--- config.mk ---
export PLATFORM = sky130hd
export DESIGN_NAME = regfile
export DESIGN_NICKNAME = d
export VERILOG_FILES = /design/src/source/rv_pkg.sv /design/src/source/regfile.sv
export SDC_FILE = /design/constraint.sdc
export NUM_CORES = 2
export LEC_CHECK = 0
export BUFFER_PORTS_ARGS = -buffer_cell sky130_fd_sc_hd__buf_4
export CAP_MARGIN = 20
export CELL_PAD_IN_SITES_DETAIL_PLACEMENT = 0
export CELL_PAD_IN_SITES_GLOBAL_PLACEMENT = 2
export CORE_UTILIZATION = 47
export CTS_CLUSTER_DIAMETER = 50
export DETAILED_ROUTE_END_ITERATION = 10
export PLACE_DENSITY_LB_ADDON = 0.1
export SLEW_MARGIN = 20
export SYNTH_ARGS = -nofsm -noshare
export SYNTH_HDL_FRONTEND = slang
export SYNTH_SLANG_ARGS = --single-unit
--- constraint.sdc ---
create_clock -name clk -period 2.1 [get_ports clk]
set_input_delay 0.105 -clock clk [delete_from_list [all_inputs] [get_ports clk]]
set_output_delay 0.105 -clock clk [all_outputs]
set_load 0.01 [all_outputs]
--- src/source/rv_pkg.sv ---
package rv_pkg;

  localparam int xlen     = 64;          // integer register width
  localparam int inst_w   = 32;          // base isa, no compressed
  localparam int reg_id_w = 5;           // x0..x31

  localparam logic [xlen-1:0] reset_pc = '0; // first fetch address

  // major opcodes, inst[6:0]
  localparam logic [6:0] op_imm    = 7'b0010011;
  localparam logic [6:0] op_auipc  = 7'b0010111;
  localparam logic [6:0] op_jal    = 7'b1101111;
  localparam logic [6:0] op_store  = 7'b0100011;
  localparam logic [6:0] op_system = 7'b1110011;

  localparam logic [2:0] f3_addi = 3'b000;
  localparam logic [2:0] f3_sd   = 3'b011;   // doubleword store
  localparam logic [2:0] f3_priv = 3'b000;   // ecall/ebreak group

  localparam logic [11:0] f12_ebreak = 12'h001;

  typedef struct packed {
    logic [11:0] imm;     // imm[11:0]
    logic [4:0]  rs1;
    logic [2:0]  funct3;
    logic [4:0]  rd;
    logic [6:0]  opcode;
  } i_fmt_t;

  typedef struct packed {
    logic [6:0] imm_hi;   // imm[11:5]
    logic [4:0] rs2;
    logic [4:0] rs1;
    logic [2:0] funct3;
    logic [4:0] imm_lo;   // imm[4:0]
    logic [6:0] opcode;
  } s_fmt_t;

  typedef struct packed {
    logic [19:0] imm;     // imm[31:12]
    logic [4:0]  rd;
    logic [6:0]  opcode;
  } u_fmt_t;

  typedef struct packed {
    logic        imm20;    // sign bit
    logic [9:0]  imm10_1;
    logic        imm11;
    logic [7:0]  imm19_12;
    logic [4:0]  rd;
    logic [6:0]  opcode;
  } j_fmt_t;

  typedef union packed {
    i_fmt_t i_fmt;
    s_fmt_t s_fmt;
    u_fmt_t u_fmt;
    j_fmt_t j_fmt;
  } inst_u;

  typedef enum logic [2:0] {
    fetch, fetch_done, exec, store, store_done, halt
  } ctrl_state_e;

endpackage

--- src/source/regfile.sv ---
`timescale 1ns/1ps

module regfile import rv_pkg::*; (
  input  logic                clk,
  input  logic                rst_n,
  input  logic [reg_id_w-1:0] rs1_id,
  input  logic [reg_id_w-1:0] rs2_id,
  output logic [xlen-1:0]     rs1_data,
  output logic [xlen-1:0]     rs2_data,
  input  logic                we,
  input  logic [reg_id_w-1:0] wd_id,
  input  logic [xlen-1:0]     wd_data
);

  logic [xlen-1:0] regs [1:31];   // x0 has no storage

  always_ff @(posedge clk or negedge rst_n) begin
    if (!rst_n) begin
      for (int i = 1; i < 32; i++) begin
        regs[i] <= '0;            // architectural state starts at zero
      end
    end else if (we && (wd_id != '0)) begin
      regs[wd_id] <= wd_data;     // writes to x0 dropped here
    end
  end

  // async reads, x0 hardwired
  assign rs1_data = (rs1_id == '0) ? '0 : regs[rs1_id];
  assign rs2_data = (rs2_id == '0) ? '0 : regs[rs2_id];

endmodule

==> impl_metrics.env <==
export IMPL_maxSlewHeadroom_pct=34.1
export IMPL_fp_row_count=174
export IMPL_required_ps=2000
export IMPL_drtPass1Iterations=11
export IMPL_slew_viol_final=0
export IMPL_regArea_um2=49600
export IMPL_num_fill_cells=17800
export IMPL_status="finished with violations"
export IMPL_htreeDepth=5
export IMPL_finalCritPeriodShare_pct=139
export IMPL_p_sw_share_pct=27.5
export IMPL_wire_per_inst_um=33.7
export IMPL_initial_core_util_pct=47.4
export IMPL_tightest_slew_ps=982
export IMPL_r2r_end="regs[1784]"
export IMPL_r2r_setup_slack_ps=1090
export IMPL_path_max_fanout=2
export IMPL_fin_setup_tns_ps=-69420
export IMPL_areaGrowthSynthToFinish_pct=23.3
export IMPL_dr_first_iter_drc_count=5864
export IMPL_cts_root_buf="clkbuf_16"
export IMPL_nNetsFinal=8217
export IMPL_p_clk_share_pct=38.0
export IMPL_critPathSlowestCell="mux4_2"
export IMPL_rr_worst_depth=3
export IMPL_finalPower_mw=127
export IMPL_place_ws_ps=-575
export IMPL_cts_tree="built"
export IMPL_grt_overflow=0
export IMPL_r2r_start="regs[1784]"
export IMPL_crit_start="regs[624]"
export IMPL_power_density_nw_per_um2=966
export IMPL_clock_latency_ps=930
export IMPL_synth_main_ff_cell="dfrtp_1"
export IMPL_boundaryPins=210
export IMPL_critPathKind="flip-flop to output port"
export IMPL_ant_nets=0
export IMPL_cp_end_kind="output port"
export IMPL_numCtsBuffers=283
export IMPL_pwr_share_comb_pct=21.5
export IMPL_avgSynthCellArea_um2=14.3
export IMPL_min_path_type="input pin to flip-flop"
export IMPL_multi_input_area_um2=55000
export IMPL_placedInstanceArea_um2=119000
export IMPL_grt_use_met1_pct=46.3
export IMPL_power_leakage_nw=58.1
export IMPL_die_height_um=478
export IMPL_use_met3_pct=5.41
export IMPL_crit_arrival_ps=2800
export IMPL_routed_wl_um=382000
export IMPL_crit_chain="mux4_2 -> mux2_4 -> a21oi_4 -> o211ai_1 -> buf_4"
export IMPL_synth_edff_count=0
export IMPL_busiest_layer="met2"
export IMPL_synthDistinctLibCells=44
export IMPL_drive_gt1_share_pct=57.4
export IMPL_violations="design-rule violations, negative setup slack"
export IMPL_ir_drop_uv=819
export IMPL_ys_ff_latch=1984
export IMPL_endpoint="rs1_data[48]"
export IMPL_setup_ws_ps=-810
export IMPL_drc_errors=18
export IMPL_ys_seq_area_share_pct=46.5
export IMPL_seqPwrFrac_pct=40.5
export IMPL_setup_viol=128
export IMPL_dieArea_um2=229000
export IMPL_clock_sinks=1984
export IMPL_fin_util_pct=58.4
export IMPL_synth_area_um2=107000
export IMPL_via_count=73200
export IMPL_fmax_ghz=0.344
export IMPL_port_buffers=209
export IMPL_cap_viol_max_count=0
export IMPL_hold_viol_final=0
export IMPL_cts_clk_slew_worst_paths_ps=60
export IMPL_antenna_found_initial=12
export IMPL_largest_reg_flops=1984
export IMPL_period_needed_ps=2910
export IMPL_dp_hpwl_um=242000
export IMPL_max_clock_path_buffers=4
export IMPL_rsz0062_at_grt="true"
export IMPL_slowest_delay_ps=480
export IMPL_reg_top3="regs (1984)"
export IMPL_p_sw_mw=34.9
export IMPL_die_w_um=478
export IMPL_regMostFlops="regs"
export IMPL_async_flop_share_pct=100
export IMPL_track_usage_pct=33.5
export IMPL_synth_fp_nets=7531
export IMPL_crit_path_start_kind="flip-flop"
export IMPL_yosys_warnings=0
export IMPL_fin_area_um2=132000
export IMPL_grt_max_degree=91
export IMPL_met2_usage_pct=53.3
export IMPL_via_per_inst=6.46
export IMPL_grt_pass1_vias=76300
export IMPL_grt_pass1_wl_um=557000
export IMPL_place_congestion=0.833
export IMPL_core_area_um2=225000
export IMPL_intPower_mw=92.1
export IMPL_fin_worst_skew_ps=0
export IMPL_syn_inst=7449
-- cells in the mapped netlist (4+ instances only) --
cell | count | area share, %
nor3_1 | 88 | 0.41
o221ai_1 | 15 | 0.12
nand2_1 | 253 | 0.89
a22oi_1 | 75 | 0.53
buf_2 | 251 | 1.2
buf_4 | 41 | 0.29
mux4_2 | 748 | 16
a31oi_1 | 68 | 0.40
a21oi_1 | 121 | 0.57
mux2i_1 | 458 | 4.3
nand3_1 | 19 | 0.089
mux2_4 | 6 | 0.084
o22a_1 | 4 | 0.033
nand2b_1 | 8 | 0.047
a311oi_1 | 8 | 0.066
nor2b_1 | 121 | 0.71
a221oi_1 | 119 | 0.98
and2_1 | 4 | 0.023
a211o_1 | 9 | 0.074
a211oi_1 | 4 | 0.028
buf_6 | 15 | 0.16
buf_1 | 49 | 0.17
clkbuf_1 | 446 | 1.6
o211ai_1 | 79 | 0.56
or3_1 | 16 | 0.094
nor2_2 | 7 | 0.041
o22ai_1 | 9 | 0.053
o32a_1 | 18 | 0.17
a21o_1 | 9 | 0.063
mux2_2 | 2178 | 23
dfrtp_1 | 1984 | 47
nor2_1 | 98 | 0.34
a2111oi_0 | 4 | 0.033
o21ai_0 | 105 | 0.49
-- area by class of cell --
type | instances | share of cell area [%]
sequential | 1984 | 37.7
clock buffer | 357 | 5.94
clock inverter | 118 | 1.16
inverter | 1 | 0.00666
tap | 2992 | 2.85
multi-input combinational | 4662 | 41.8
antenna | 9 | 0.0171
timing repair buffer | 1203 | 10.5
-- timing repair --
item                                     CTS  global route
buffers inserted                          99            27
endpoints found under the setup margin   128           128
pin swaps                                128            96
hold buffers                              75             0
gates resized for setup                  293           109
cloned                                     0             0
hold endpoints to repair                3968             0
-- worst min-delay path by stage --
stage | cells after the start | startpoint | to
after detailed placement | 1 | rst_n | regs[135]
after global routing | 3 | wd_data[61] | regs[1469]
final | 3 | wd_data[61] | regs[381]
after global placement | 1 | rst_n | regs[199]
after floorplan | 0 | rst_n | regs[0]
after CTS | 3 | wd_data[11] | regs[1227]
-- layout by cell type, fill, tap and decap left out, drive strengths merged, types with 27 or more instances in the layout --
cell type	count
nor3	88
a31oi	68
bufinv	30
o21ai	105
mux4	748
mux2	2185
dlygate4sd3	74
a221oi	120
clkbuf	358
inv	27
dfrtp	1984
a22oi	75
a21oi	121
nor2	105
buf	1128
o211ai	79
clkinv	44
nand2	254
nor2b	121
mux2i	458
-- critical path: cells and delay by family (launching register included) --
family	cells	cell delay [ps]
buf+inv	1	270
mux	2	770
compound gates	2	440
flops	1	390
-- metrics by stage --
stage	hold WS (ps)	cells
finish	216	11300
global route	228	11300
CTS	159	11300
detailed placement	33.3	10700
global placement	35.2	10700
floorplan	-191	7449
-- cells by family after synthesis --
logic type / after synthesis / share of synthesized area [%]
flops: 1984 / 46.5
mux: 3391 / 43.2
compound gates: 651 / 4.21
buf+inv: 803 / 3.37
simple gates: 620 / 2.69
-- routing by layer --
metal / share of wire (%) / up-vias
li1: - / 29900
met1: 43 / 39800
met2: 47 / 2618
met3: 6.0 / 795
met4: 4.0 / 4
met5: 0.0081 / -
-- power by group through the flow --
stage                     clock [mW]  combinational (mW)  sequential [mW]
final                           48.3                27.3             51.4
after global routing            50.5                29.1             52.3
after floorplan                    0                18.0             49.8
after CTS                       49.0                27.0             51.2
after global placement             0                25.0             51.4
after detailed placement           0                25.5             51.9
Note: power is estimated with default switching activity, not from simulation.
