**config.mk**
```make
export PLATFORM = sky130hd
export DESIGN_NAME = decoder_flat
export DESIGN_NICKNAME = d
export VERILOG_FILES = /design/src/source/rv_pkg.sv /design/src/source/dec_if.sv /design/src/source/decoder.sv /design/src/flat_wrapper.sv
export SDC_FILE = /design/constraint.sdc
export NUM_CORES = 1
export LEC_CHECK = 0
export BUFFER_PORTS_ARGS = -buffer_cell sky130_fd_sc_hd__buf_2
export CAP_MARGIN = 15
export CELL_PAD_IN_SITES_DETAIL_PLACEMENT = 0
export CELL_PAD_IN_SITES_GLOBAL_PLACEMENT = 1
export CORE_MARGIN = 1
export CORE_UTILIZATION = 19
export DETAILED_ROUTE_END_ITERATION = 8
export MAX_ROUTING_LAYER = met4
export PLACE_DENSITY = 0.87
export SYNTH_ARGS = -nofsm -noshare
export SYNTH_HDL_FRONTEND = slang
export SYNTH_SLANG_ARGS = --single-unit
```
**constraint.sdc**
```tcl
create_clock -name vclk -period 2.2
set_clock_uncertainty 0.05 [all_clocks]
set_input_delay 0.33 -clock vclk [all_inputs]
set_output_delay 0.33 -clock vclk [all_outputs]
set_load 0.05 [all_outputs]
```
**src/source/rv_pkg.sv**
```systemverilog
package rv_pkg;

  localparam int xlen     = 64;          // integer register width
  localparam int inst_w   = 32;          // base isa, no compressed
  localparam int reg_id_w = 5;           // x0..x31

  localparam logic [xlen-1:0] reset_pc = '0; // first fetch address

  // major opcodes, inst[6:0]
  localparam logic [6:0] op_imm    = 7'b0010011;
  localparam logic [6:0] op_auipc  = 7'b0010111;
  localparam logic [6:0] op_jal    = 7'b1101111;
  localparam logic [6:0] op_store  = 7'b0100011;
  localparam logic [6:0] op_system = 7'b1110011;

  localparam logic [2:0] f3_addi = 3'b000;
  localparam logic [2:0] f3_sd   = 3'b011;   // doubleword store
  localparam logic [2:0] f3_priv = 3'b000;   // ecall/ebreak group

  localparam logic [11:0] f12_ebreak = 12'h001;

  typedef struct packed {
    logic [11:0] imm;     // imm[11:0]
    logic [4:0]  rs1;
    logic [2:0]  funct3;
    logic [4:0]  rd;
    logic [6:0]  opcode;
  } i_fmt_t;

  typedef struct packed {
    logic [6:0] imm_hi;   // imm[11:5]
    logic [4:0] rs2;
    logic [4:0] rs1;
    logic [2:0] funct3;
    logic [4:0] imm_lo;   // imm[4:0]
    logic [6:0] opcode;
  } s_fmt_t;

  typedef struct packed {
    logic [19:0] imm;     // imm[31:12]
    logic [4:0]  rd;
    logic [6:0]  opcode;
  } u_fmt_t;

  typedef struct packed {
    logic        imm20;    // sign bit
    logic [9:0]  imm10_1;
    logic        imm11;
    logic [7:0]  imm19_12;
    logic [4:0]  rd;
    logic [6:0]  opcode;
  } j_fmt_t;

  typedef union packed {
    i_fmt_t i_fmt;
    s_fmt_t s_fmt;
    u_fmt_t u_fmt;
    j_fmt_t j_fmt;
  } inst_u;

  typedef enum logic [2:0] {
    fetch, fetch_done, exec, store, store_done, halt
  } ctrl_state_e;

endpackage

```
**src/source/dec_if.sv**
```systemverilog
`timescale 1ns/1ps

interface dec_if import rv_pkg::*; ();

  inst_u                inst;     // latched instruction word
  logic [reg_id_w-1:0]  rd;
  logic [reg_id_w-1:0]  rs1;
  logic [reg_id_w-1:0]  rs2;
  logic [xlen-1:0]      imm;      // already sign extended
  logic                 need_imm; // operand b comes from imm
  logic                 is_addi;
  logic                 is_auipc;
  logic                 is_jal;
  logic                 is_store;
  logic                 is_ebreak;
  logic                 reg_wen;
  logic                 illegal;  // nothing in the subset matched

  modport dec (
    input  inst,
    output rd, rs1, rs2, imm, need_imm, is_addi, is_auipc, is_jal,
           is_store, is_ebreak, reg_wen, illegal
  );

  modport exe (
    input inst, rd, rs1, rs2, imm, need_imm, is_addi, is_auipc, is_jal,
          is_store, is_ebreak, reg_wen, illegal
  );

  modport ctl (input is_store, is_ebreak, is_jal, reg_wen, illegal);

endinterface

```
**src/source/decoder.sv**
```systemverilog
`timescale 1ns/1ps

module decoder import rv_pkg::*; (
  dec_if.dec d
);

  inst_u w;                 // local view of the word

  logic is_op_imm;          // opcode matches
  logic is_op_auipc;
  logic is_op_jal;
  logic is_op_store;
  logic is_op_system;

  logic addi;               // full instruction matches
  logic auipc;
  logic jal;
  logic sd;
  logic ebreak;

  logic [xlen-1:0] imm_i;
  logic [xlen-1:0] imm_u;
  logic [xlen-1:0] imm_j;
  logic [xlen-1:0] imm_s;

  assign w = d.inst;

  // opcode field sits at the same bits in every format
  assign is_op_imm    = (w.i_fmt.opcode == op_imm);
  assign is_op_auipc  = (w.i_fmt.opcode == op_auipc);
  assign is_op_jal    = (w.i_fmt.opcode == op_jal);
  assign is_op_store  = (w.i_fmt.opcode == op_store);
  assign is_op_system = (w.i_fmt.opcode == op_system);

  assign addi   = is_op_imm & (w.i_fmt.funct3 == f3_addi);
  assign auipc  = is_op_auipc;
  assign jal    = is_op_jal;
  assign sd     = is_op_store & (w.s_fmt.funct3 == f3_sd);
  assign ebreak = is_op_system & (w.i_fmt.funct3 == f3_priv)
                & (w.i_fmt.imm == f12_ebreak); // funct12 shares the i imm field

  // immediates per format, all sign extended to xlen
  assign imm_i = {{(xlen-12){w.i_fmt.imm[11]}}, w.i_fmt.imm};
  assign imm_u = {{(xlen-32){w.u_fmt.imm[19]}}, w.u_fmt.imm, 12'b0};
  assign imm_j = {{(xlen-21){w.j_fmt.imm20}}, w.j_fmt.imm20, w.j_fmt.imm19_12,
                  w.j_fmt.imm11, w.j_fmt.imm10_1, 1'b0};   // bit 0 always zero
  assign imm_s = {{(xlen-12){w.s_fmt.imm_hi[6]}}, w.s_fmt.imm_hi, w.s_fmt.imm_lo};

  // format flags are one-hot, so an and-or mux is enough
  assign d.imm = ({xlen{addi}}  & imm_i)
               | ({xlen{auipc}} & imm_u)
               | ({xlen{jal}}   & imm_j)
               | ({xlen{sd}}    & imm_s);

  assign d.rd  = w.i_fmt.rd;
  assign d.rs1 = w.i_fmt.rs1;
  assign d.rs2 = w.s_fmt.rs2;

  assign d.need_imm  = addi | auipc | sd;    // jal adds imm to pc, handled in exec
  assign d.is_addi   = addi;
  assign d.is_auipc  = auipc;
  assign d.is_jal    = jal;
  assign d.is_store  = sd;
  assign d.is_ebreak = ebreak;
  assign d.reg_wen   = ~sd;                  // ctrl masks it for halting cases

  assign d.illegal = ~(addi | auipc | jal | sd | ebreak);

endmodule

```
**src/flat_wrapper.sv**
```systemverilog
// flat-port wrapper written by rule: the top's interface ports become plain ports
module decoder_flat import rv_pkg::*;
  (d_inst, d_rd, d_rs1, d_rs2, d_imm, d_need_imm, d_is_addi, d_is_auipc, d_is_jal, d_is_store, d_is_ebreak, d_reg_wen, d_illegal);
  dec_if d_i ();
  input wire logic [$bits(d_i.inst)-1:0] d_inst;
  output wire logic [$bits(d_i.rd)-1:0] d_rd;
  output wire logic [$bits(d_i.rs1)-1:0] d_rs1;
  output wire logic [$bits(d_i.rs2)-1:0] d_rs2;
  output wire logic [$bits(d_i.imm)-1:0] d_imm;
  output wire logic [$bits(d_i.need_imm)-1:0] d_need_imm;
  output wire logic [$bits(d_i.is_addi)-1:0] d_is_addi;
  output wire logic [$bits(d_i.is_auipc)-1:0] d_is_auipc;
  output wire logic [$bits(d_i.is_jal)-1:0] d_is_jal;
  output wire logic [$bits(d_i.is_store)-1:0] d_is_store;
  output wire logic [$bits(d_i.is_ebreak)-1:0] d_is_ebreak;
  output wire logic [$bits(d_i.reg_wen)-1:0] d_reg_wen;
  output wire logic [$bits(d_i.illegal)-1:0] d_illegal;
  assign d_i.inst = d_inst;
  assign d_rd = d_i.rd;
  assign d_rs1 = d_i.rs1;
  assign d_rs2 = d_i.rs2;
  assign d_imm = d_i.imm;
  assign d_need_imm = d_i.need_imm;
  assign d_is_addi = d_i.is_addi;
  assign d_is_auipc = d_i.is_auipc;
  assign d_is_jal = d_i.is_jal;
  assign d_is_store = d_i.is_store;
  assign d_is_ebreak = d_i.is_ebreak;
  assign d_reg_wen = d_i.reg_wen;
  assign d_illegal = d_i.illegal;
  decoder u_core (.d(d_i));
endmodule
```
==> flow_summary.yaml <==
outcome:
  run_status: "finished, final reports clean"
timing:
  max_slew_margin_pct: 78.17
  period_share_pct: 96.12
  fin_hold_ws_ps: 911.8
  worst-slew-pin-transition_ps: 322.9
  timing.setup.tns_ps: 0
  unrepaired_setup_endpoints_after_global_routing: "no"
  timing_max_transition_violations_final: 0
  max_freq_ghz: 0.4729
  finalWorstSetupSlack_ps: 85.41
  setup_viol: 0
  final_period_minus_worst_setup_slack_ps: 2115
  hold_viol: 0
finish:
  final_layout_size_suffix_gt1_share_pct: 72.63
  layout.area.seq_um2: 0
  flow.area_growth_from_synthesis_pct: 50.89
  fin_area_um2: 1276
  seq_cell_count: 0
  nets: 224
  num_antenna_cells: 0
  num-clock-buffers: 0
setup_path:
  critical-path-max-stage-delay_ps: 350
  critical_path_cell_count: 7
  crit_path_cell_trace: "buf_2, nor4b_2, and3_4, buf_4, or2_1, a22o_1, buf_2"
  worst-path-max-fanout: 5
  worst-path-buf-inv: 3
  setup.worst_path.class: "in2out"
  worst_ep_arrival_time_ps: 1730
  crit_path_frequent_cell: "buf_2"
  cp_data_required_time_ps: 1820
  timing.critical_path.max_delay_family: "simple AND/OR/NAND/NOR gates"
  critical_path.startpoint_type: "input pin"
  timing.critical_path.to_type: "primary output"
  critPathSlowestCell: "nor4b_2"
floorplanning:
  row_cnt: 23
  io_pins: 119
  die_area_um2: 4722
  die_y_um: 68.72
  floorplan.die.width_um: 68.72
  core_area_um2: 4144
  initial_utilization_pct: 20.41
clock_network:
  cts_hold_buf: 0
drt:
  route.vias.total: 1004
  detail_route.wirelength_um: 2654
  post-route-drc-count: 0
  avgViaCountPerCell: 4.183
  drt.antenna.violating_nets: 0
  wire_per_inst_um: 11.06
  drt_first_iter_violations: 6
  dr.pass1.iters: 2
place:
  place_hpwl_um: 2152
  dp_slack_ps: 34.98
  placedInstanceArea_um2: 1180
  port_buffers: 119
  gp_congestion: 0.9019
grt:
  grt_pass1_wl_um: 3291
  number_of_antenna_violations_at_the_first_check_in_global_routing: 0
  track_usage_pct: 9.235
  first_global_vias: 718
  grt-ovfl-total: 0
  largest_net_degree_at_the_start_of_global_routing: 34
power_and_ir_drop:
  pwr-share-comb_pct: 100.0
  p_total_uw: 170.5
  power.density_cell_area_nw_per_um2: 133.6
  clkPwrFrac_pct: 0
  static-leakage-power_nw: 0.9348
  sw_frac_of_total_pct: 71.39
  vdd_ir_drop_max_v: 0.00004090
  switchingPower_uw: 121.7
  p_int_uw: 48.78
  seqPwrFrac_pct: 0
synth:
  net_count_after_synthesis: 147
  post_synth_inst_count: 115
  yosys_warnings: 0
  synthDistinctLibCells: 30
  synthesized_cell_area_um2: 845.8
  ys_seq_area_share_pct: 0
  synthesis.area_per_instance_um2: 7.355
min_path:
  hold_start: "d_inst[17]"
  endpoint_of_the_worst_hold_timing_path: "d_rs1[2]"
  path_category_of_the_worst_min_delay_check: "in2out"
  hold_path_depth: 2
job:
  maxCapViolCount: 0
layout make-up:
cell class	instances	area, µm²
inverters	3	11.26
well taps	50	62.56
multi-input cells	62	474.2
fillers	457	2868
repair buffers	125	728.2
synth_stat cells (2+ instances only):
| master | number | share of area, % |
|---|---|---|
| buf_4 | 48 | 43 |
| a21o_1 | 20 | 18 |
| and2_1 | 6 | 4.4 |
| a22o_1 | 5 | 5.2 |
| nor2_1 | 4 | 1.8 |
| nand2_1 | 3 | 1.3 |
| nor4b_1 | 3 | 3.1 |
| and4b_4 | 2 | 3.3 |
| buf_2 | 2 | 1.2 |
| inv_1 | 2 | 0.89 |
timing repair:
action	CTS	global route
buffers inserted	0	0
gates resized for setup	0	36
setup endpoints to repair	0	35
worst max path at each step:
stage              start        end  slack [ps]
4_1_cts        d_inst[5]  d_imm[63]          40
3_3_place_gp   d_inst[5]  d_imm[35]          80
6_report       d_inst[5]   d_imm[2]          90
2_1_floorplan  d_inst[5]  d_imm[32]          20
5_1_grt        d_inst[5]  d_imm[50]           2
3_5_place_dp   d_inst[5]  d_imm[63]          30
layout by cell type, fill, tap and decap left out, types with 2 or more instances in the layout:
cell	n
nor4b_1	3
a21o_1	20
clkbuf_4	35
and2_1	6
nor2_1	3
and3_4	2
and4b_4	2
a22o_1	5
nor2_2	2
buf_2	84
and2_4	2
inv_1	2
nand2_1	3
buf_4	6
layer usage:
| layer | vias to the layer above | track usage [%] | routed length [µm] |
|---|---|---|---|
| met1 | 440 | 13.08 | 1243 |
| met4 | 0 | 0 | 0 |
| met2 | 59 | 15.69 | 1249 |
| li1 | 505 | - | - |
| met3 | 0 | 0 | 161 |
| met5 | - | - | 0 |
metrics by stage:
stage / cells / utilization, %
2_1_floorplan: 115 / -
5_1_grt: 240 / 30.80
3_5_place_dp: 239 / 28.47
4_1_cts: 239 / 28.47
3_3_place_gp: 239 / 28.47
6_report: 240 / 30.80
logic make-up after synthesis:
kind of cell | Yosys count | share of synthesized area (%)
AOI/OAI and AO/OA | 28 | 25.59
buffers and inverters | 54 | 46.45
and+or+nand+nor | 33 | 27.96
power by group through the flow:
stage | Sequential, mW | Clock [mW] | Combinational, mW
2_1_floorplan | 0 | 0 | 0.128
3_3_place_gp | 0 | 0 | 0.167
3_5_place_dp | 0 | 0 | 0.168
4_1_cts | 0 | 0 | 0.168
5_1_grt | 0 | 0 | 0.181
6_report | 0 | 0 | 0.171
Power figures use the tool's default switching activity.
