$ cat src/source/rv_pkg.sv
package rv_pkg;

  localparam int xlen     = 64;          // integer register width
  localparam int inst_w   = 32;          // base isa, no compressed
  localparam int reg_id_w = 5;           // x0..x31

  localparam logic [xlen-1:0] reset_pc = '0; // first fetch address

  // major opcodes, inst[6:0]
  localparam logic [6:0] op_imm    = 7'b0010011;
  localparam logic [6:0] op_auipc  = 7'b0010111;
  localparam logic [6:0] op_jal    = 7'b1101111;
  localparam logic [6:0] op_store  = 7'b0100011;
  localparam logic [6:0] op_system = 7'b1110011;

  localparam logic [2:0] f3_addi = 3'b000;
  localparam logic [2:0] f3_sd   = 3'b011;   // doubleword store
  localparam logic [2:0] f3_priv = 3'b000;   // ecall/ebreak group

  localparam logic [11:0] f12_ebreak = 12'h001;

  typedef struct packed {
    logic [11:0] imm;     // imm[11:0]
    logic [4:0]  rs1;
    logic [2:0]  funct3;
    logic [4:0]  rd;
    logic [6:0]  opcode;
  } i_fmt_t;

  typedef struct packed {
    logic [6:0] imm_hi;   // imm[11:5]
    logic [4:0] rs2;
    logic [4:0] rs1;
    logic [2:0] funct3;
    logic [4:0] imm_lo;   // imm[4:0]
    logic [6:0] opcode;
  } s_fmt_t;

  typedef struct packed {
    logic [19:0] imm;     // imm[31:12]
    logic [4:0]  rd;
    logic [6:0]  opcode;
  } u_fmt_t;

  typedef struct packed {
    logic        imm20;    // sign bit
    logic [9:0]  imm10_1;
    logic        imm11;
    logic [7:0]  imm19_12;
    logic [4:0]  rd;
    logic [6:0]  opcode;
  } j_fmt_t;

  typedef union packed {
    i_fmt_t i_fmt;
    s_fmt_t s_fmt;
    u_fmt_t u_fmt;
    j_fmt_t j_fmt;
  } inst_u;

  typedef enum logic [2:0] {
    fetch, fetch_done, exec, store, store_done, halt
  } ctrl_state_e;

endpackage

$ cat src/source/dec_if.sv
`timescale 1ns/1ps

interface dec_if import rv_pkg::*; ();

  inst_u                inst;     // latched instruction word
  logic [reg_id_w-1:0]  rd;
  logic [reg_id_w-1:0]  rs1;
  logic [reg_id_w-1:0]  rs2;
  logic [xlen-1:0]      imm;      // already sign extended
  logic                 need_imm; // operand b comes from imm
  logic                 is_addi;
  logic                 is_auipc;
  logic                 is_jal;
  logic                 is_store;
  logic                 is_ebreak;
  logic                 reg_wen;
  logic                 illegal;  // nothing in the subset matched

  modport dec (
    input  inst,
    output rd, rs1, rs2, imm, need_imm, is_addi, is_auipc, is_jal,
           is_store, is_ebreak, reg_wen, illegal
  );

  modport exe (
    input inst, rd, rs1, rs2, imm, need_imm, is_addi, is_auipc, is_jal,
          is_store, is_ebreak, reg_wen, illegal
  );

  modport ctl (input is_store, is_ebreak, is_jal, reg_wen, illegal);

endinterface

$ cat src/source/core_ctrl.sv
`timescale 1ns/1ps

module core_ctrl import rv_pkg::*; (
  input  logic              clk,
  input  logic              rst_n,
  dec_if.ctl                c,
  output logic              imem_req,
  output logic [xlen-1:0]   imem_addr,
  input  logic              imem_ack,
  input  logic [inst_w-1:0] imem_rdata,
  output logic              dmem_req,
  output logic [xlen-1:0]   dmem_addr,
  output logic [xlen-1:0]   dmem_wdata,
  input  logic              dmem_ack,
  input  logic [xlen-1:0]   st_addr,
  input  logic [xlen-1:0]   st_data,
  input  logic [xlen-1:0]   next_pc,
  output logic [xlen-1:0]   pc,
  output inst_u             inst_q,
  output logic              rf_we,
  output logic              halted,
  output logic              illegal
);

  ctrl_state_e state;
  logic        stop;          // current instruction ends the run

  assign stop = c.illegal | c.is_ebreak;

  always_ff @(posedge clk or negedge rst_n) begin
    if (!rst_n) begin
      state    <= fetch;
      pc       <= reset_pc;
      imem_req <= 1'b0;
      dmem_req <= 1'b0;
      illegal  <= 1'b0;
    end else begin
      case (state)
        fetch: begin
          if (imem_req && imem_ack) begin
            imem_req <= 1'b0;                 // drop one cycle after ack seen
            state    <= fetch_done;
          end else if (!imem_req && !imem_ack) begin
            imem_req <= 1'b1;                 // ack low, safe to request
          end
        end
        fetch_done: if (!imem_ack) state <= exec; // wait phase 4
        exec: begin
          if (stop) begin
            illegal <= c.illegal;             // ebreak leaves it low
            state   <= halt;
          end else begin
            pc    <= next_pc;
            state <= c.is_store ? store : fetch;
          end
        end
        store: begin
          if (dmem_req && dmem_ack) begin
            dmem_req <= 1'b0;
            state    <= store_done;
          end else if (!dmem_req && !dmem_ack) begin
            dmem_req <= 1'b1;
          end
        end
        store_done: if (!dmem_ack) state <= fetch;
        halt:       state <= halt;            // only reset leaves
        default:    state <= halt;
      endcase
    end
  end

  // payload regs, only sampled under their state
  always_ff @(posedge clk) begin
    if (state == fetch && imem_req && imem_ack) inst_q <= imem_rdata;
    if (state == exec && c.is_store) begin
      dmem_addr  <= st_addr;                  // held for the whole store handshake
      dmem_wdata <= st_data;
    end
  end

  assign imem_addr = pc;                      // pc only moves in exec
  assign rf_we     = (state == exec) & c.reg_wen & ~stop;
  assign halted    = (state == halt);

endmodule

$ cat src/flat_wrapper.sv
// flat-port wrapper written by rule: the top's interface ports become plain ports
module core_ctrl_flat import rv_pkg::*;
  (clk, rst_n, imem_req, imem_addr, imem_ack, imem_rdata, dmem_req, dmem_addr, dmem_wdata, dmem_ack, st_addr, st_data, next_pc, pc, inst_q, rf_we, halted, illegal, c_is_store, c_is_ebreak, c_is_jal, c_reg_wen, c_illegal);
  dec_if c_i ();
  input  logic clk;
  input  logic rst_n;
  output logic imem_req;
  output logic [xlen-1:0] imem_addr;
  input  logic imem_ack;
  input  logic [inst_w-1:0] imem_rdata;
  output logic dmem_req;
  output logic [xlen-1:0] dmem_addr;
  output logic [xlen-1:0] dmem_wdata;
  input  logic dmem_ack;
  input  logic [xlen-1:0] st_addr;
  input  logic [xlen-1:0] st_data;
  input  logic [xlen-1:0] next_pc;
  output logic [xlen-1:0] pc;
  output inst_u inst_q;
  output logic rf_we;
  output logic halted;
  output logic illegal;
  input wire logic [$bits(c_i.is_store)-1:0] c_is_store;
  input wire logic [$bits(c_i.is_ebreak)-1:0] c_is_ebreak;
  input wire logic [$bits(c_i.is_jal)-1:0] c_is_jal;
  input wire logic [$bits(c_i.reg_wen)-1:0] c_reg_wen;
  input wire logic [$bits(c_i.illegal)-1:0] c_illegal;
  assign c_i.is_store = c_is_store;
  assign c_i.is_ebreak = c_is_ebreak;
  assign c_i.is_jal = c_is_jal;
  assign c_i.reg_wen = c_reg_wen;
  assign c_i.illegal = c_illegal;
  core_ctrl u_core (.clk(clk), .rst_n(rst_n), .c(c_i), .imem_req(imem_req), .imem_addr(imem_addr), .imem_ack(imem_ack), .imem_rdata(imem_rdata), .dmem_req(dmem_req), .dmem_addr(dmem_addr), .dmem_wdata(dmem_wdata), .dmem_ack(dmem_ack), .st_addr(st_addr), .st_data(st_data), .next_pc(next_pc), .pc(pc), .inst_q(inst_q), .rf_we(rf_we), .halted(halted), .illegal(illegal));
endmodule
$ cat config.mk
export PLATFORM = sky130hd
export DESIGN_NAME = core_ctrl_flat
export DESIGN_NICKNAME = d
export VERILOG_FILES = /design/src/source/rv_pkg.sv /design/src/source/dec_if.sv /design/src/source/core_ctrl.sv /design/src/flat_wrapper.sv
export SDC_FILE = /design/constraint.sdc
export NUM_CORES = 1
export LEC_CHECK = 0
export BUFFER_PORTS_ARGS = -buffer_cell sky130_fd_sc_hd__clkbuf_2
export CORE_AREA = 2 2 202 204
export DETAILED_ROUTE_END_ITERATION = 6
export DIE_AREA = 0 0 204 206
export PLACE_DENSITY = 0.49
export REMOVE_ABC_BUFFERS = 1
export SKIP_LAST_GASP = 1
export SYNTH_ARGS = -nofsm -noshare
export SYNTH_HDL_FRONTEND = slang
export SYNTH_SLANG_ARGS = --single-unit
$ cat constraint.sdc
create_clock -name clk -period 11.43 [get_ports clk]
set_input_delay 1.143 -clock clk [delete_from_list [all_inputs] [get_ports clk]]
set_output_delay 1.143 -clock clk [all_outputs]
set_load 0.005 [all_outputs]
==> results.ini <==
[drt]
vias=5244
finalWirelength_um=23850
ant_nets=0
wl_per_cell_um=16.54
firstDrtPassIters=4
drc=0
viasPerCell=3.637
drt_iter0_markers=198

[final_layout]
drive_above_1_share_pct=69.71
synthToLayoutAreaGrowth_pct=43.42
nets=1124

[yosys]
synthCells=406
avgSynthCellArea_um2=20.48
yosysUniqueCellTypes=28
yosys_warnings=0
synth.cell_area_um2=8317
yosysSeqAreaShare_pct=78.83
synth-seq-cells=230

[global_routing]
grt_use_total_pct=10.46
grt_pass1_vias=5234
grt_overflow=0
antenna_found_initial=2
grt_max_degree=71
grt_pass1_wl_um=32690

[power_and_ir_drop]
power_uw=2698
peakVddDrop_mv=0.1249
total_leakage_power_uw=0.005484
power_density_nw_per_um2=226.2

[clocking]
cts-buffers-inserted=26
ctsHoldBuffers=0
post_cts_buffers=0
cts_buffer_depth=3
htreeDepth=1
tritoncts=yes
cts_resized=0
cts.sinks=230
clk_pin_slew_worst_paths_ns=0.06
clock_latency_ns=0.53
cts_root_buffer=clkbuf_16

[critical_path]
path_delay_family=buffers and inverters
crit_buf_inv=2
crit_slowest_cell=buf_4
worst_setup_path_end_kind=register
r2r_end=u_core.dmem_addr[43]
crit_path_max_incr_delay_ns=0.67
crit_chain=nor3b_2 > and2_4 > buf_4 > buf_4
arrival_ns=3.31
regToRegStartpoint=u_core.state[1]
critical_path.startpoint_type=register
worstRegToRegCells=4
crit_required_ns=11.60
rrSetupSlack_ns=8.29
worstSetupPathType=reg -> reg
cp_max_fo=56
crit_top_cell=buf_4

[sta]
rsz0062_at_grt=no
worstMarginPinSlew_ns=0.8882
finalSetupTns_ns=0
holdWs_ns=0.5297
hold_viol_final=0
fin_crit_sh_pct=27.49
slew_violations=0
relSlewSlack_pct=40.78
clock.fmax_ghz=0.3183
setup_viol=0
fin_crit_ns=3.142
skew_ns=0.01306

[placement]
io_buffers=524
dp_hpwl_um=18640
gp_congestion=0.8104

[floorplan]
rows=74
dieArea_um2=42020
core_area_um2=40180
die_w_um=204
initial_core_util_pct=20.70
io_pins=526
fp.dieH_um=206

[worst_hold_path]
min_to=u_core.illegal
min-delay-start=u_core.illegal
hp-class=reg -> reg
hold_depth=1

[outcome]
outcome=completed

[flow_run]
drv_cap=0

## kinds of logic (layout without fill, tap and decap cells)
kind of cell / count (synthesis) / after routing / synth area share [%]
AO/OA/AOI/OAI: 11 / 11 / 0.9178
adder cells (fa/ha/maj): 2 / 2 / 0.3008
buffers and inverters: 77 / 579 / 7.582
flip-flops: 230 / 230 / 78.83
multiplexers: 64 / 64 / 10.88
other: 0 / 2 / 0
AND/OR/NAND/NOR: 22 / 22 / 1.490
## sequential cells by signal (all words and copies together), names as in the netlist
| register | count |
|---|---|
| u_core.imem_req | 1 |
| u_core.illegal | 1 |
| u_core.state | 3 |
| u_core.inst_q | 32 |
| u_core.dmem_addr | 64 |
| u_core.imem_addr | 64 |
| u_core.dmem_wdata | 64 |
| u_core.dmem_req | 1 |
## worst max-delay path by stage
stage                                  to  cells after the start            start
finish               u_core.dmem_addr[43]                      4  u_core.state[1]
global route        u_core.dmem_wdata[52]                      4  u_core.state[1]
CTS                  u_core.dmem_addr[43]                      4  u_core.state[1]
detailed placement  u_core.dmem_wdata[44]                      4       c_is_store
global placement    u_core.dmem_wdata[36]                      4       c_is_store
floorplan                u_core.inst_q[0]                      2         imem_ack
## per-layer routing
metal	track usage (%)	vias up	wire length (um)	part of all wire, %
met2	18.26	347	11690	49
met1	11.68	2450	8738	37
met5	0	-	0	0
met3	3.390	49	2558	11
li1	-	2398	-	-
met4	4.555	0	857	3.6
## cell type report
type | count | area, um^2
tap | 532 | 665.6
inverter | 4 | 15.01
multi-input combinational | 99 | 1139
clock inverter | 9 | 122.6
sequential | 230 | 6556
antenna | 2 | 5.005
fill | 4110 | 28260
clock buffer | 38 | 769.5
timing repair buffer | 528 | 2655
## cell usage after synthesis
master,instances,share of area (%)
dfrtp_1,70,21
mux2_2,15,2.0
a22o_1,1,0.11
clkbuf_1,2,0.090
mux2_4,49,8.8
nor2_1,6,0.27
o22a_1,1,0.11
o22ai_1,1,0.075
ha_1,2,0.30
a32o_1,2,0.24
nor3b_2,1,0.15
buf_4,65,5.9
inv_1,4,0.18
or4_1,1,0.090
o21ai_0,2,0.12
nor4_1,1,0.075
buf_12,6,1.4
nor3_1,2,0.12
and2b_1,1,0.090
and2_4,1,0.11
and3_1,1,0.075
and2_1,1,0.075
a21o_1,1,0.090
a21oi_1,3,0.18
nand4_1,1,0.075
edfxtp_1,160,58
nand2_1,4,0.18
nor3b_1,2,0.18
## placed cells by master (no fill, tap or decap), types with 2 or more instances in the layout
cell type,count
a32o_1,2
inv_1,4
diode_2,2
buf_4,5
and2_4,2
clkinv_1,2
edfxtp_1,160
bufinv_16,3
clkbuf_1,8
clkbuf_2,523
mux2_2,15
dfrtp_1,70
clkinv_2,2
clkbuf_16,29
ha_1,2
nand2_1,4
a21oi_1,3
mux2_4,49
nor3_1,2
clkinvlp_4,2
o21ai_0,2
nor3b_1,2
nor2_1,6
## stage by stage
stage | setup WS (ns) | utilization, % | std cells | instance area [um^2]
finish | 8.288 | 29.68 | 1442 | 11930
global route | 8.064 | 29.68 | 1442 | 11930
CTS | 8.256 | 29.67 | 1440 | 11920
detailed placement | 7.986 | 27.45 | 1393 | 11030
global placement | 8.007 | 27.45 | 1393 | 11030
floorplan | 6.683 | - | 333 | 7701
## where the power goes
group | leakage, uW | switching [uW] | total [uW] | internal, uW
registers | 0.00233 | 141 | 1220 | 1080
logic | 0.00273 | 249 | 611 | 362
clock network | 0.000428 | 329 | 862 | 533
total | 0.00548 | 720 | 2700 | 1980
No activity file was read; power rests on OpenSTA's default activity.
