--- config.mk ---
export PLATFORM = sky130hd
export DESIGN_NAME = exec_unit_flat
export DESIGN_NICKNAME = d
export VERILOG_FILES = /design/src/source/rv_pkg.sv /design/src/source/dec_if.sv /design/src/source/exec_unit.sv /design/src/flat_wrapper.sv
export SDC_FILE = /design/constraint.sdc
export NUM_CORES = 1
export LEC_CHECK = 0
export BUFFER_PORTS_ARGS = -buffer_cell sky130_fd_sc_hd__buf_2
export CAP_MARGIN = 10
export CORE_AREA = 2 2 222 224
export DETAILED_ROUTE_END_ITERATION = 8
export DIE_AREA = 0 0 224 226
export SYNTH_ARGS = -nofsm -noshare
export SYNTH_HDL_FRONTEND = slang
export SYNTH_SLANG_ARGS = --single-unit
--- constraint.sdc ---
create_clock -name vclk -period 10.8
set_clock_uncertainty 0.2 [all_clocks]
set_input_delay 2.7 -clock vclk [all_inputs]
set_output_delay 2.7 -clock vclk [all_outputs]
set_load 0.005 [all_outputs]
--- src/source/rv_pkg.sv ---
package rv_pkg;

  localparam int xlen     = 64;          // integer register width
  localparam int inst_w   = 32;          // base isa, no compressed
  localparam int reg_id_w = 5;           // x0..x31

  localparam logic [xlen-1:0] reset_pc = '0; // first fetch address

  // major opcodes, inst[6:0]
  localparam logic [6:0] op_imm    = 7'b0010011;
  localparam logic [6:0] op_auipc  = 7'b0010111;
  localparam logic [6:0] op_jal    = 7'b1101111;
  localparam logic [6:0] op_store  = 7'b0100011;
  localparam logic [6:0] op_system = 7'b1110011;

  localparam logic [2:0] f3_addi = 3'b000;
  localparam logic [2:0] f3_sd   = 3'b011;   // doubleword store
  localparam logic [2:0] f3_priv = 3'b000;   // ecall/ebreak group

  localparam logic [11:0] f12_ebreak = 12'h001;

  typedef struct packed {
    logic [11:0] imm;     // imm[11:0]
    logic [4:0]  rs1;
    logic [2:0]  funct3;
    logic [4:0]  rd;
    logic [6:0]  opcode;
  } i_fmt_t;

  typedef struct packed {
    logic [6:0] imm_hi;   // imm[11:5]
    logic [4:0] rs2;
    logic [4:0] rs1;
    logic [2:0] funct3;
    logic [4:0] imm_lo;   // imm[4:0]
    logic [6:0] opcode;
  } s_fmt_t;

  typedef struct packed {
    logic [19:0] imm;     // imm[31:12]
    logic [4:0]  rd;
    logic [6:0]  opcode;
  } u_fmt_t;

  typedef struct packed {
    logic        imm20;    // sign bit
    logic [9:0]  imm10_1;
    logic        imm11;
    logic [7:0]  imm19_12;
    logic [4:0]  rd;
    logic [6:0]  opcode;
  } j_fmt_t;

  typedef union packed {
    i_fmt_t i_fmt;
    s_fmt_t s_fmt;
    u_fmt_t u_fmt;
    j_fmt_t j_fmt;
  } inst_u;

  typedef enum logic [2:0] {
    fetch, fetch_done, exec, store, store_done, halt
  } ctrl_state_e;

endpackage

--- src/source/dec_if.sv ---
`timescale 1ns/1ps

interface dec_if import rv_pkg::*; ();

  inst_u                inst;     // latched instruction word
  logic [reg_id_w-1:0]  rd;
  logic [reg_id_w-1:0]  rs1;
  logic [reg_id_w-1:0]  rs2;
  logic [xlen-1:0]      imm;      // already sign extended
  logic                 need_imm; // operand b comes from imm
  logic                 is_addi;
  logic                 is_auipc;
  logic                 is_jal;
  logic                 is_store;
  logic                 is_ebreak;
  logic                 reg_wen;
  logic                 illegal;  // nothing in the subset matched

  modport dec (
    input  inst,
    output rd, rs1, rs2, imm, need_imm, is_addi, is_auipc, is_jal,
           is_store, is_ebreak, reg_wen, illegal
  );

  modport exe (
    input inst, rd, rs1, rs2, imm, need_imm, is_addi, is_auipc, is_jal,
          is_store, is_ebreak, reg_wen, illegal
  );

  modport ctl (input is_store, is_ebreak, is_jal, reg_wen, illegal);

endinterface

--- src/source/exec_unit.sv ---
`timescale 1ns/1ps

module exec_unit import rv_pkg::*; (
  dec_if.exe              d,
  input  logic [xlen-1:0] pc,
  input  logic [xlen-1:0] rs1_data,
  input  logic [xlen-1:0] rs2_data,
  output logic [xlen-1:0] wb_data,
  output logic [xlen-1:0] next_pc,
  output logic [xlen-1:0] st_addr,
  output logic [xlen-1:0] st_data
);

  logic            use_pc;     // operand a is pc
  logic            use_imm;    // operand b is imm
  logic [xlen-1:0] op_a;
  logic [xlen-1:0] op_b;
  logic [xlen-1:0] sum;        // the one shared adder
  logic [xlen-1:0] pc_plus4;

  assign use_pc  = d.is_auipc | d.is_jal;
  assign use_imm = d.need_imm | d.is_jal;

  assign op_a = use_pc  ? pc    : rs1_data;  // addi, sd take rs1
  assign op_b = use_imm ? d.imm : rs2_data;  // rs2 path unused by the subset

  assign sum      = op_a + op_b;
  assign pc_plus4 = pc + xlen'(4);           // sequential pc, also the jal link

  // jal writes the link and jumps to the sum
  assign wb_data = d.is_jal ? pc_plus4 : sum;
  assign next_pc = d.is_jal ? sum      : pc_plus4;

  assign st_addr = sum;                      // rs1 + s-imm for sd
  assign st_data = rs2_data;

endmodule

--- src/flat_wrapper.sv ---
// flat-port wrapper written by rule: the top's interface ports become plain ports
module exec_unit_flat import rv_pkg::*;
  (pc, rs1_data, rs2_data, wb_data, next_pc, st_addr, st_data, d_inst, d_rd, d_rs1, d_rs2, d_imm, d_need_imm, d_is_addi, d_is_auipc, d_is_jal, d_is_store, d_is_ebreak, d_reg_wen, d_illegal);
  dec_if d_i ();
  input  logic [xlen-1:0] pc;
  input  logic [xlen-1:0] rs1_data;
  input  logic [xlen-1:0] rs2_data;
  output logic [xlen-1:0] wb_data;
  output logic [xlen-1:0] next_pc;
  output logic [xlen-1:0] st_addr;
  output logic [xlen-1:0] st_data;
  input wire logic [$bits(d_i.inst)-1:0] d_inst;
  input wire logic [$bits(d_i.rd)-1:0] d_rd;
  input wire logic [$bits(d_i.rs1)-1:0] d_rs1;
  input wire logic [$bits(d_i.rs2)-1:0] d_rs2;
  input wire logic [$bits(d_i.imm)-1:0] d_imm;
  input wire logic [$bits(d_i.need_imm)-1:0] d_need_imm;
  input wire logic [$bits(d_i.is_addi)-1:0] d_is_addi;
  input wire logic [$bits(d_i.is_auipc)-1:0] d_is_auipc;
  input wire logic [$bits(d_i.is_jal)-1:0] d_is_jal;
  input wire logic [$bits(d_i.is_store)-1:0] d_is_store;
  input wire logic [$bits(d_i.is_ebreak)-1:0] d_is_ebreak;
  input wire logic [$bits(d_i.reg_wen)-1:0] d_reg_wen;
  input wire logic [$bits(d_i.illegal)-1:0] d_illegal;
  assign d_i.inst = d_inst;
  assign d_i.rd = d_rd;
  assign d_i.rs1 = d_rs1;
  assign d_i.rs2 = d_rs2;
  assign d_i.imm = d_imm;
  assign d_i.need_imm = d_need_imm;
  assign d_i.is_addi = d_is_addi;
  assign d_i.is_auipc = d_is_auipc;
  assign d_i.is_jal = d_is_jal;
  assign d_i.is_store = d_is_store;
  assign d_i.is_ebreak = d_is_ebreak;
  assign d_i.reg_wen = d_reg_wen;
  assign d_i.illegal = d_illegal;
  exec_unit u_core (.d(d_i), .pc(pc), .rs1_data(rs1_data), .rs2_data(rs2_data), .wb_data(wb_data), .next_pc(next_pc), .st_addr(st_addr), .st_data(st_data));
endmodule
==> summary.txt, run 1 <==
Status
  – Status: completed

Logic synthesis
  – Netlist cell types: 63
  – Sequential area share after synthesis: 0%
  – Mapped Cells: ~1200
  – Yosys warning count: 0
  – Post-synthesis net count: around 1600
  – Syn avg cell area: approximately 7 um^2
  – Post-Syn Area: 8370 um^2

Timing
  – Min cycle time layout: a little over 10 ns
  – Max-slew violation count: 0
  – Setup TNS Final: 0 ns
  – Fin crit share: 95.7%
  – Fmax: ~0.097 GHz
  – Unrepaired setup endpoints after global routing: false
  – Final Hold Viols: 0
  – Max_slew headroom: a little under two fifths
  – Final setup viols: 0
  – Worst Tran Pin Value: roughly 0.94 ns

Pwr
  – Combinational share of power: 100.0%
  – Sw power: between 500 and 600 uW
  – P_leak: 5.38 nW
  – Cell Pwr Density: approximately 85 nW/um^2
  – Peak supply drop: between 30 and 40 uV
  – Internal power: 403 uW
  – Clock network fraction of total power: 0%
  – Switch share: 57.8%
  – Register share of total power: 0%

Final layout
  – Seq_cells: 0
  – Post-Route Utilization: 23.2%
  – Share of cells above drive strength 1: 42.9%
  – Nets: between 1500 and 2000
  – Total area of sequential cells: 0 um^2
  – Clock buffer cells: 0
  – P&R area growth vs syn: 34.0%

Setup path
  – CP Max Fanout: 12
  – CP Capture Type: output pin
  – CP Data Arrival Time: between 7 and 8 ns
  – Crit. Startpoint: d_is_jal
  – Critical path class: input pin to output pin
  – CP Launch Type: input pin
  – Crit path to: wb_data[62]
  – Critical Path RT: 7.90 ns

Clock tree
  – Post-CTS Setup Bufs: 0
  – Hold_buf cts: 0
  – # resized after CTS: 0

Global route
  – GR Util All Layers: 15.6%
  – Total gr overflow: 0
  – Number of global-route vias before repair: between 9000 and 10000
  – First-pass GRT wire length: between 60 and 70 mm
  – Initial antenna violation count: 5
  – Largest net degree at the start of global routing: just over 70

Placed design
  – HPWL Detailed: ~38 mm
  – GPL Wtd Cong: 0.933
  – Buffers on Ports: about 500

Floorplan
  – Core Area: about 48000 um^2
  – Die X: between 200 and 250 um
  – DIE AREA: about 50000 um^2
  – Initial Utilization: around 17%
  – Ports: about 570
  – Die height: 226 um
  – Row cnt: between 80 and 90

Routing
  – Via density: 4.64
  – Routed WL per cell: a little under 20 um
  – Starting DRT DRC Count: roughly 590
  – Initial DRT Pass Iterations: 5
  – Vias: 10300
  – ANT nets after route: 0
  – DRC errors left: 0
  – Routed WL: 42.7 mm

Job
  – Max-Cap Viols: 0

Min path
  – Hold Crit Class: input pin to output pin
## worst max-delay path, cell delays in order
cell	delay [ns]
buf_4	0.14
nor2_4	0.38
buf_4	0.31
mux2_2	0.37
ha_1	0.40
and3_1	0.22
a221oi_2	0.38
or4_1	0.25
nand3_1	0.18
a21oi_1	0.78
buf_4	0.26
o22ai_1	0.12
o221ai_1	0.29
mux2i_1	0.33
a31oi_1	0.14
buf_2	0.17
## kinds of logic after synthesis
family	count (synthesis)	synth area share [%]
xor+xnor	122	12.8
fa+ha+maj	65	9.81
mux	192	24.9
compound gates	286	21.2
simple gates	341	20.5
buf+inv	177	10.8
## through the flow
stage | total power, mW | instances | hold WS, ns | worst slack (ns) | instance area [um^2]
5_1_grt | 1.04 | 2218 | 5.39 | 0.229 | 11200
2_1_floorplan | 0.536 | 1183 | 5.25 | 1.32 | 8370
4_1_cts | 0.957 | 2217 | 5.38 | 0.396 | 11200
6_report | 0.955 | 2219 | 5.38 | 0.464 | 11200
3_3_place_gp | 0.952 | 2217 | 5.38 | 0.442 | 11200
3_5_place_dp | 0.952 | 2217 | 5.38 | 0.406 | 11200
## area by class of cell
cell class | count | area (um^2)
inverter | 55 | 209
multi-input combinational | 1006 | 7480
antenna | 2 | 5.00
fill | 5518 | 37100
timing repair buffer | 534 | 2750
tap | 622 | 778
## metal layers
metal / GRT usage [%] / vias up / wire length (um)
met1: 20.9 / 4793 / 19300
met5: 0 / - / 33
met3: 1.76 / 24 / 2390
met4: 1.70 / 4 / 446
met2: 27.6 / 398 / 20500
li1: - / 5069 / -
## cell usage in the layout (no fill, tap or decap), types with 3 or more instances in the layout
cell	instances
or4_1	5
a211oi_1	12
a41oi_1	3
a21oi_1	107
mux2i_1	64
o41ai_1	4
nor4_1	3
nor2b_1	7
a21o_1	28
xor2_1	64
a211o_1	3
o211ai_1	4
buf_2	514
mux2_2	128
buf_4	18
o21a_1	19
xnor2_1	58
inv_1	54
nand4_1	34
nand2_1	106
and2_1	10
and3_1	9
ha_1	64
o21bai_1	12
nand3_1	35
and4_1	14
nor2_1	82
nor3_1	8
or2_2	7
a21boi_0	5
nand3b_1	3
a31oi_1	7
o221ai_1	3
o21ai_0	60
or3_1	4
a221o_1	3
## worst min-delay path by stage
| stage | cells after the start | slack [ns] | startpoint | to |
|---|---|---|---|---|
| detailed placement | 2 | 5.38 | rs2_data[61] | st_data[61] |
| finish | 2 | 5.38 | rs2_data[45] | st_data[45] |
| CTS | 2 | 5.38 | rs2_data[61] | st_data[61] |
| global placement | 2 | 5.38 | rs2_data[58] | st_data[58] |
| floorplan | 1 | 5.25 | pc[2] | next_pc[2] |
| global route | 2 | 5.39 | rs2_data[16] | st_data[16] |
## cells in the mapped netlist (8+ instances only)
cell	n	area, um^2
nand2_1	106	398
mux2_2	128	1440
and3_1	9	56.3
and4_1	14	123
nor2_1	84	315
a21o_1	28	210
xnor2_1	58	508
nor3_1	8	40.0
xor2_1	64	561
nand3_1	35	175
and2_1	10	62.6
o21bai_1	12	90.1
o21ai_0	60	300
o21a_1	19	143
a211oi_1	12	90.1
a21oi_1	107	536
inv_1	55	206
mux2i_1	64	641
ha_1	64	801
nand4_1	34	213
buf_4	64	480
clkbuf_1	53	199
## power groups by stage
stage	clock [mW]	combinational, mW	sequential, mW
global placement	0	0.952	0
floorplan	0	0.536	0
global route	0.0000000124	1.04	0
detailed placement	0	0.952	0
CTS	0	0.957	0
finish	0.0000000248	0.955	0
Note: power is estimated with default switching activity, not from simulation.
==> run 2, diff against run 1 <==
- ABC_AREA: default -> 1
==> run 2 against run 1 <==
  * Core utilization increased by 6.3 points
  * Non-clock buffer count decreased by 10
  * Via count grew 51%
  * Hold slack worse by 0.00094 ns
  * First-iteration DRC count grew to 2.6 times the previous value
  * Total power up 17%
  * Global-route usage increased by 10 points
  * Area after synthesis up 37%
  * Maximum frequency up 8.5%
  * Sequential cell count is the same
  * Critical path type unchanged
  * Critical endpoint is now wb_data[18]
  * Highest routed layer is now met4
==> summary.txt, run 2 <==
Logic synthesis
  – Syn avg cell area: 4.95 um^2 (-30%)
  – Multiplexer share of the synthesized area: 7.91% (-17 points)
  – Post-Syn Area: 11500 um^2 (+37%)
  – Yosys warning count: 0 (unchanged)
  – Top cells by count, synth: nand2_1 (965), inv_1 (420), nor2_1 (159)
  – Netlist cell types: 37 (-41%)
  – Sequential area share after synthesis: 0% (unchanged)
  – Compound-Gate Fraction of Synth Area: 6.44% (-15 points)
  – Largest family of logic cells by synthesized area: simple AND/OR/NAND/NOR gates
  – XOR/XNOR share of the synthesized area: 7.39% (-5.4 points)
  – Largest area contributor in the netlist: nand2_1
  – Most numerous cell in the Yosys netlist: nand2_1
  – Mapped Cells: 2323 (+96%)
  – Post-synth top area share: 31.5% (+14 points)
  – Simple-Gate Fraction of Synth Area: 51.1% (+31 points)
  – Post-synthesis adder-cell area fraction: 7.14% (-2.7 points)
  – Main area contributors after synthesis: nand2_1 (32%), inv_1 (14%), mux2_2 (7.7%)
  – Post-synthesis net count: 2699 (+73%)

Final layout
  – Total area of sequential cells: 0 um^2 (unchanged)
  – Fillers: 5860 (+6.2%)
  – Area of the multi-input gates: 9210 um^2 (+23%)
  – Clock buffer cells: 0 (unchanged)
  – Commonest cells after routing, fill and taps aside: nand2_1 (965), buf_2 (514), inv_1 (420)
  – # diodes: 0 (-2)
  – Nets: 3115 (+58%)
  – Seq_cells: 0 (unchanged)
  – Most common cell after layout, fill and taps aside: nand2_1
  – Share of cells above drive strength 1: 24.6% (-18 points)
  – Finished Layout Cells: 3359 (+51%)
  – P&R area growth vs syn: 24.2%

Setup path
  – Critical Path Stages: 14 (-2)
  – Slowest stage cell, crit path: xnor2_1
  – CP Launch Type: input pin
  – CP Capture Type: output pin
  – CP Max Fanout: 32 (+20)
  – CP most frequent cell: nand2_1
  – Crit path to: wb_data[18]
  – Worst-path cell chain: buf_4, nor2_4, mux2_2, ha_1, nand2_1, inv_1, nand2_1, nand2_1, nand3b_1, nand2_1, nand2_1, xnor2_1, o21ai_0, buf_2
  – Largest delay contributor family on the critical path: simple AND/OR/NAND/NOR gates
  – Critical path class: input pin to output pin
  – Critical Path RT: 7.90 ns (about the same)
  – CP Data Arrival Time: 6.63 ns (-0.81 ns)
  – Buf/Inv on CP: 3 (-1)
  – Crit. Startpoint: d_is_jal
  – CP max stage delay: 0.66 ns (-0.12 ns)

Global route
  – First-pass GRT wire length: 94.9 mm (+58%)
  – Largest net degree at the start of global routing: 95 (+34%)
  – Total gr overflow: 0 (unchanged)
  – Initial antenna violation count: 0 (-5)
  – GR Util All Layers: 25.7% (+10 points)
  – Number of global-route vias before repair: 14500 (+51%)

Routing
  – Initial DRT Pass Iterations: 7 (+2)
  – Starting DRT DRC Count: 1523 (+160%)
  – Vias: 15600 (+51%)
  – Routed WL: 68.1 mm (+59%)
  – DRC errors left: 0 (unchanged)
  – ANT nets after route: 0 (unchanged)
  – Routed WL per cell: 20.3 um (+5.3%)
  – Via density: 4.63 (about the same)

Clock tree
  – Post-CTS Setup Bufs: 0 (unchanged)
  – Hold_buf cts: 0 (unchanged)
  – # resized after CTS: 0 (unchanged)

Status
  – Status: completed

Pwr
  – Peak supply drop: 24.7 uV (-26%)
  – Cell Pwr Density: 78.4 nW/um^2 (-8.0%)
  – P_leak: 8.69 nW (+62%)

Min path
  – Hold Crit Class: input pin to output pin

Timing
  – Final setup viols: 0 (unchanged)
  – Unrepaired setup endpoints after global routing: false
  – Max-slew violation count: 0 (unchanged)
  – Setup TNS Final: 0 ns (unchanged)
  – Worst Tran Pin Value: 1.03 ns (+0.0893 ns)
  – Final hold slack: 5.38 ns (-0.000940 ns)
  – Fmax: 0.105 GHz (+8.5%)
  – Fin crit share: 88.2% (-7.5 points)
  – Max_slew headroom: 31.1% (-6.0 points)
  – Final Hold Viols: 0 (unchanged)
  – Min cycle time layout: 9.53 ns (-0.811 ns)

Floorplan
  – Row cnt: 81 (unchanged)
  – Die height: 226 um (unchanged)
  – Initial Utilization: 23.8% (+6.5 points)
  – Die X: 224 um (unchanged)
  – DIE AREA: 50600 um^2 (unchanged)
  – Ports: 567 (unchanged)
  – Core Area: 48300 um^2 (unchanged)

Placed design
  – Buffers on Ports: 515 (unchanged)
  – Post-Place Cells: 3359 (+52%)
  – HPWL Detailed: 61.5 mm (+62%)
  – GPL Wtd Cong: 0.994 (+6.5%)

Job
  – Max-Cap Viols: 0 (unchanged)
==> run 2: cell count changes in the layout (fill, tap and decap cells not counted), moves of 49 or more <==
cell,previous run,this run
nand2_1,106,965
inv_1,54,420
nand3_1,35,125
nor2_1,82,158
a21oi_1,107,38
mux2i_1,64,2
mux2_2,128,79
==> run 2: metrics by stage <==
stage | utilization, % | power, mW | setup WS, ns | instance area (um^2)
floorplan | - | 0.605 | 2.70 | 11500
detailed placement | 29.5 | 1.10 | 1.50 | 14300
CTS | 29.5 | 1.11 | 1.49 | 14300
global placement | 29.5 | 1.10 | 1.45 | 14300
global route | 29.5 | 1.22 | 1.21 | 14300
finish | 29.5 | 1.12 | 1.27 | 14300
==> run 2: power by group <==
part / total (mW) / switching [mW] / leakage (nW) / internal, mW
clock network: 0 / 0 / 0 / 0
registers: 0 / 0 / 0 / 0
logic: 1.12 / 0.735 / 8.69 / 0.384
total: 1.12 / 0.735 / 8.69 / 0.384
==> run 2: layout make-up <==
type                            instances  area share (%)
Tap cell                              622            5.45
Timing Repair Buffer                  524            18.7
Multi-Input combinational cell       1781            64.5
Inverter                              432            11.4
==> run 2: metal layers <==
| metal | routed length (um) | global-route usage (%) | part of all wire (%) |
|---|---|---|---|
| met1 | 31700 | 36.1 | 46 |
| met2 | 30100 | 42.1 | 44 |
| met3 | 4960 | 3.27 | 7.3 |
| met4 | 1450 | 4.60 | 2.1 |
| met5 | 0 | 0 | 0 |
==> run 2: logic make-up after synthesis <==
| logic type | after synthesis |
|---|---|
| buf+inv | 542 |
| fa+ha+maj | 65 |
| xor+xnor | 91 |
| simple gates | 1397 |
| compound gates | 147 |
| mux | 81 |
==> run 2: worst min-delay path by stage <==
stage,from,endpoint,slack (ns),cells past startpoint
floorplan,rs2_data[0],st_data[0],5.28,1
global placement,rs2_data[34],st_data[34],5.38,2
detailed placement,rs2_data[47],st_data[47],5.38,2
CTS,rs2_data[54],st_data[54],5.38,2
global route,rs2_data[16],st_data[16],5.38,2
finish,rs2_data[53],st_data[53],5.38,2
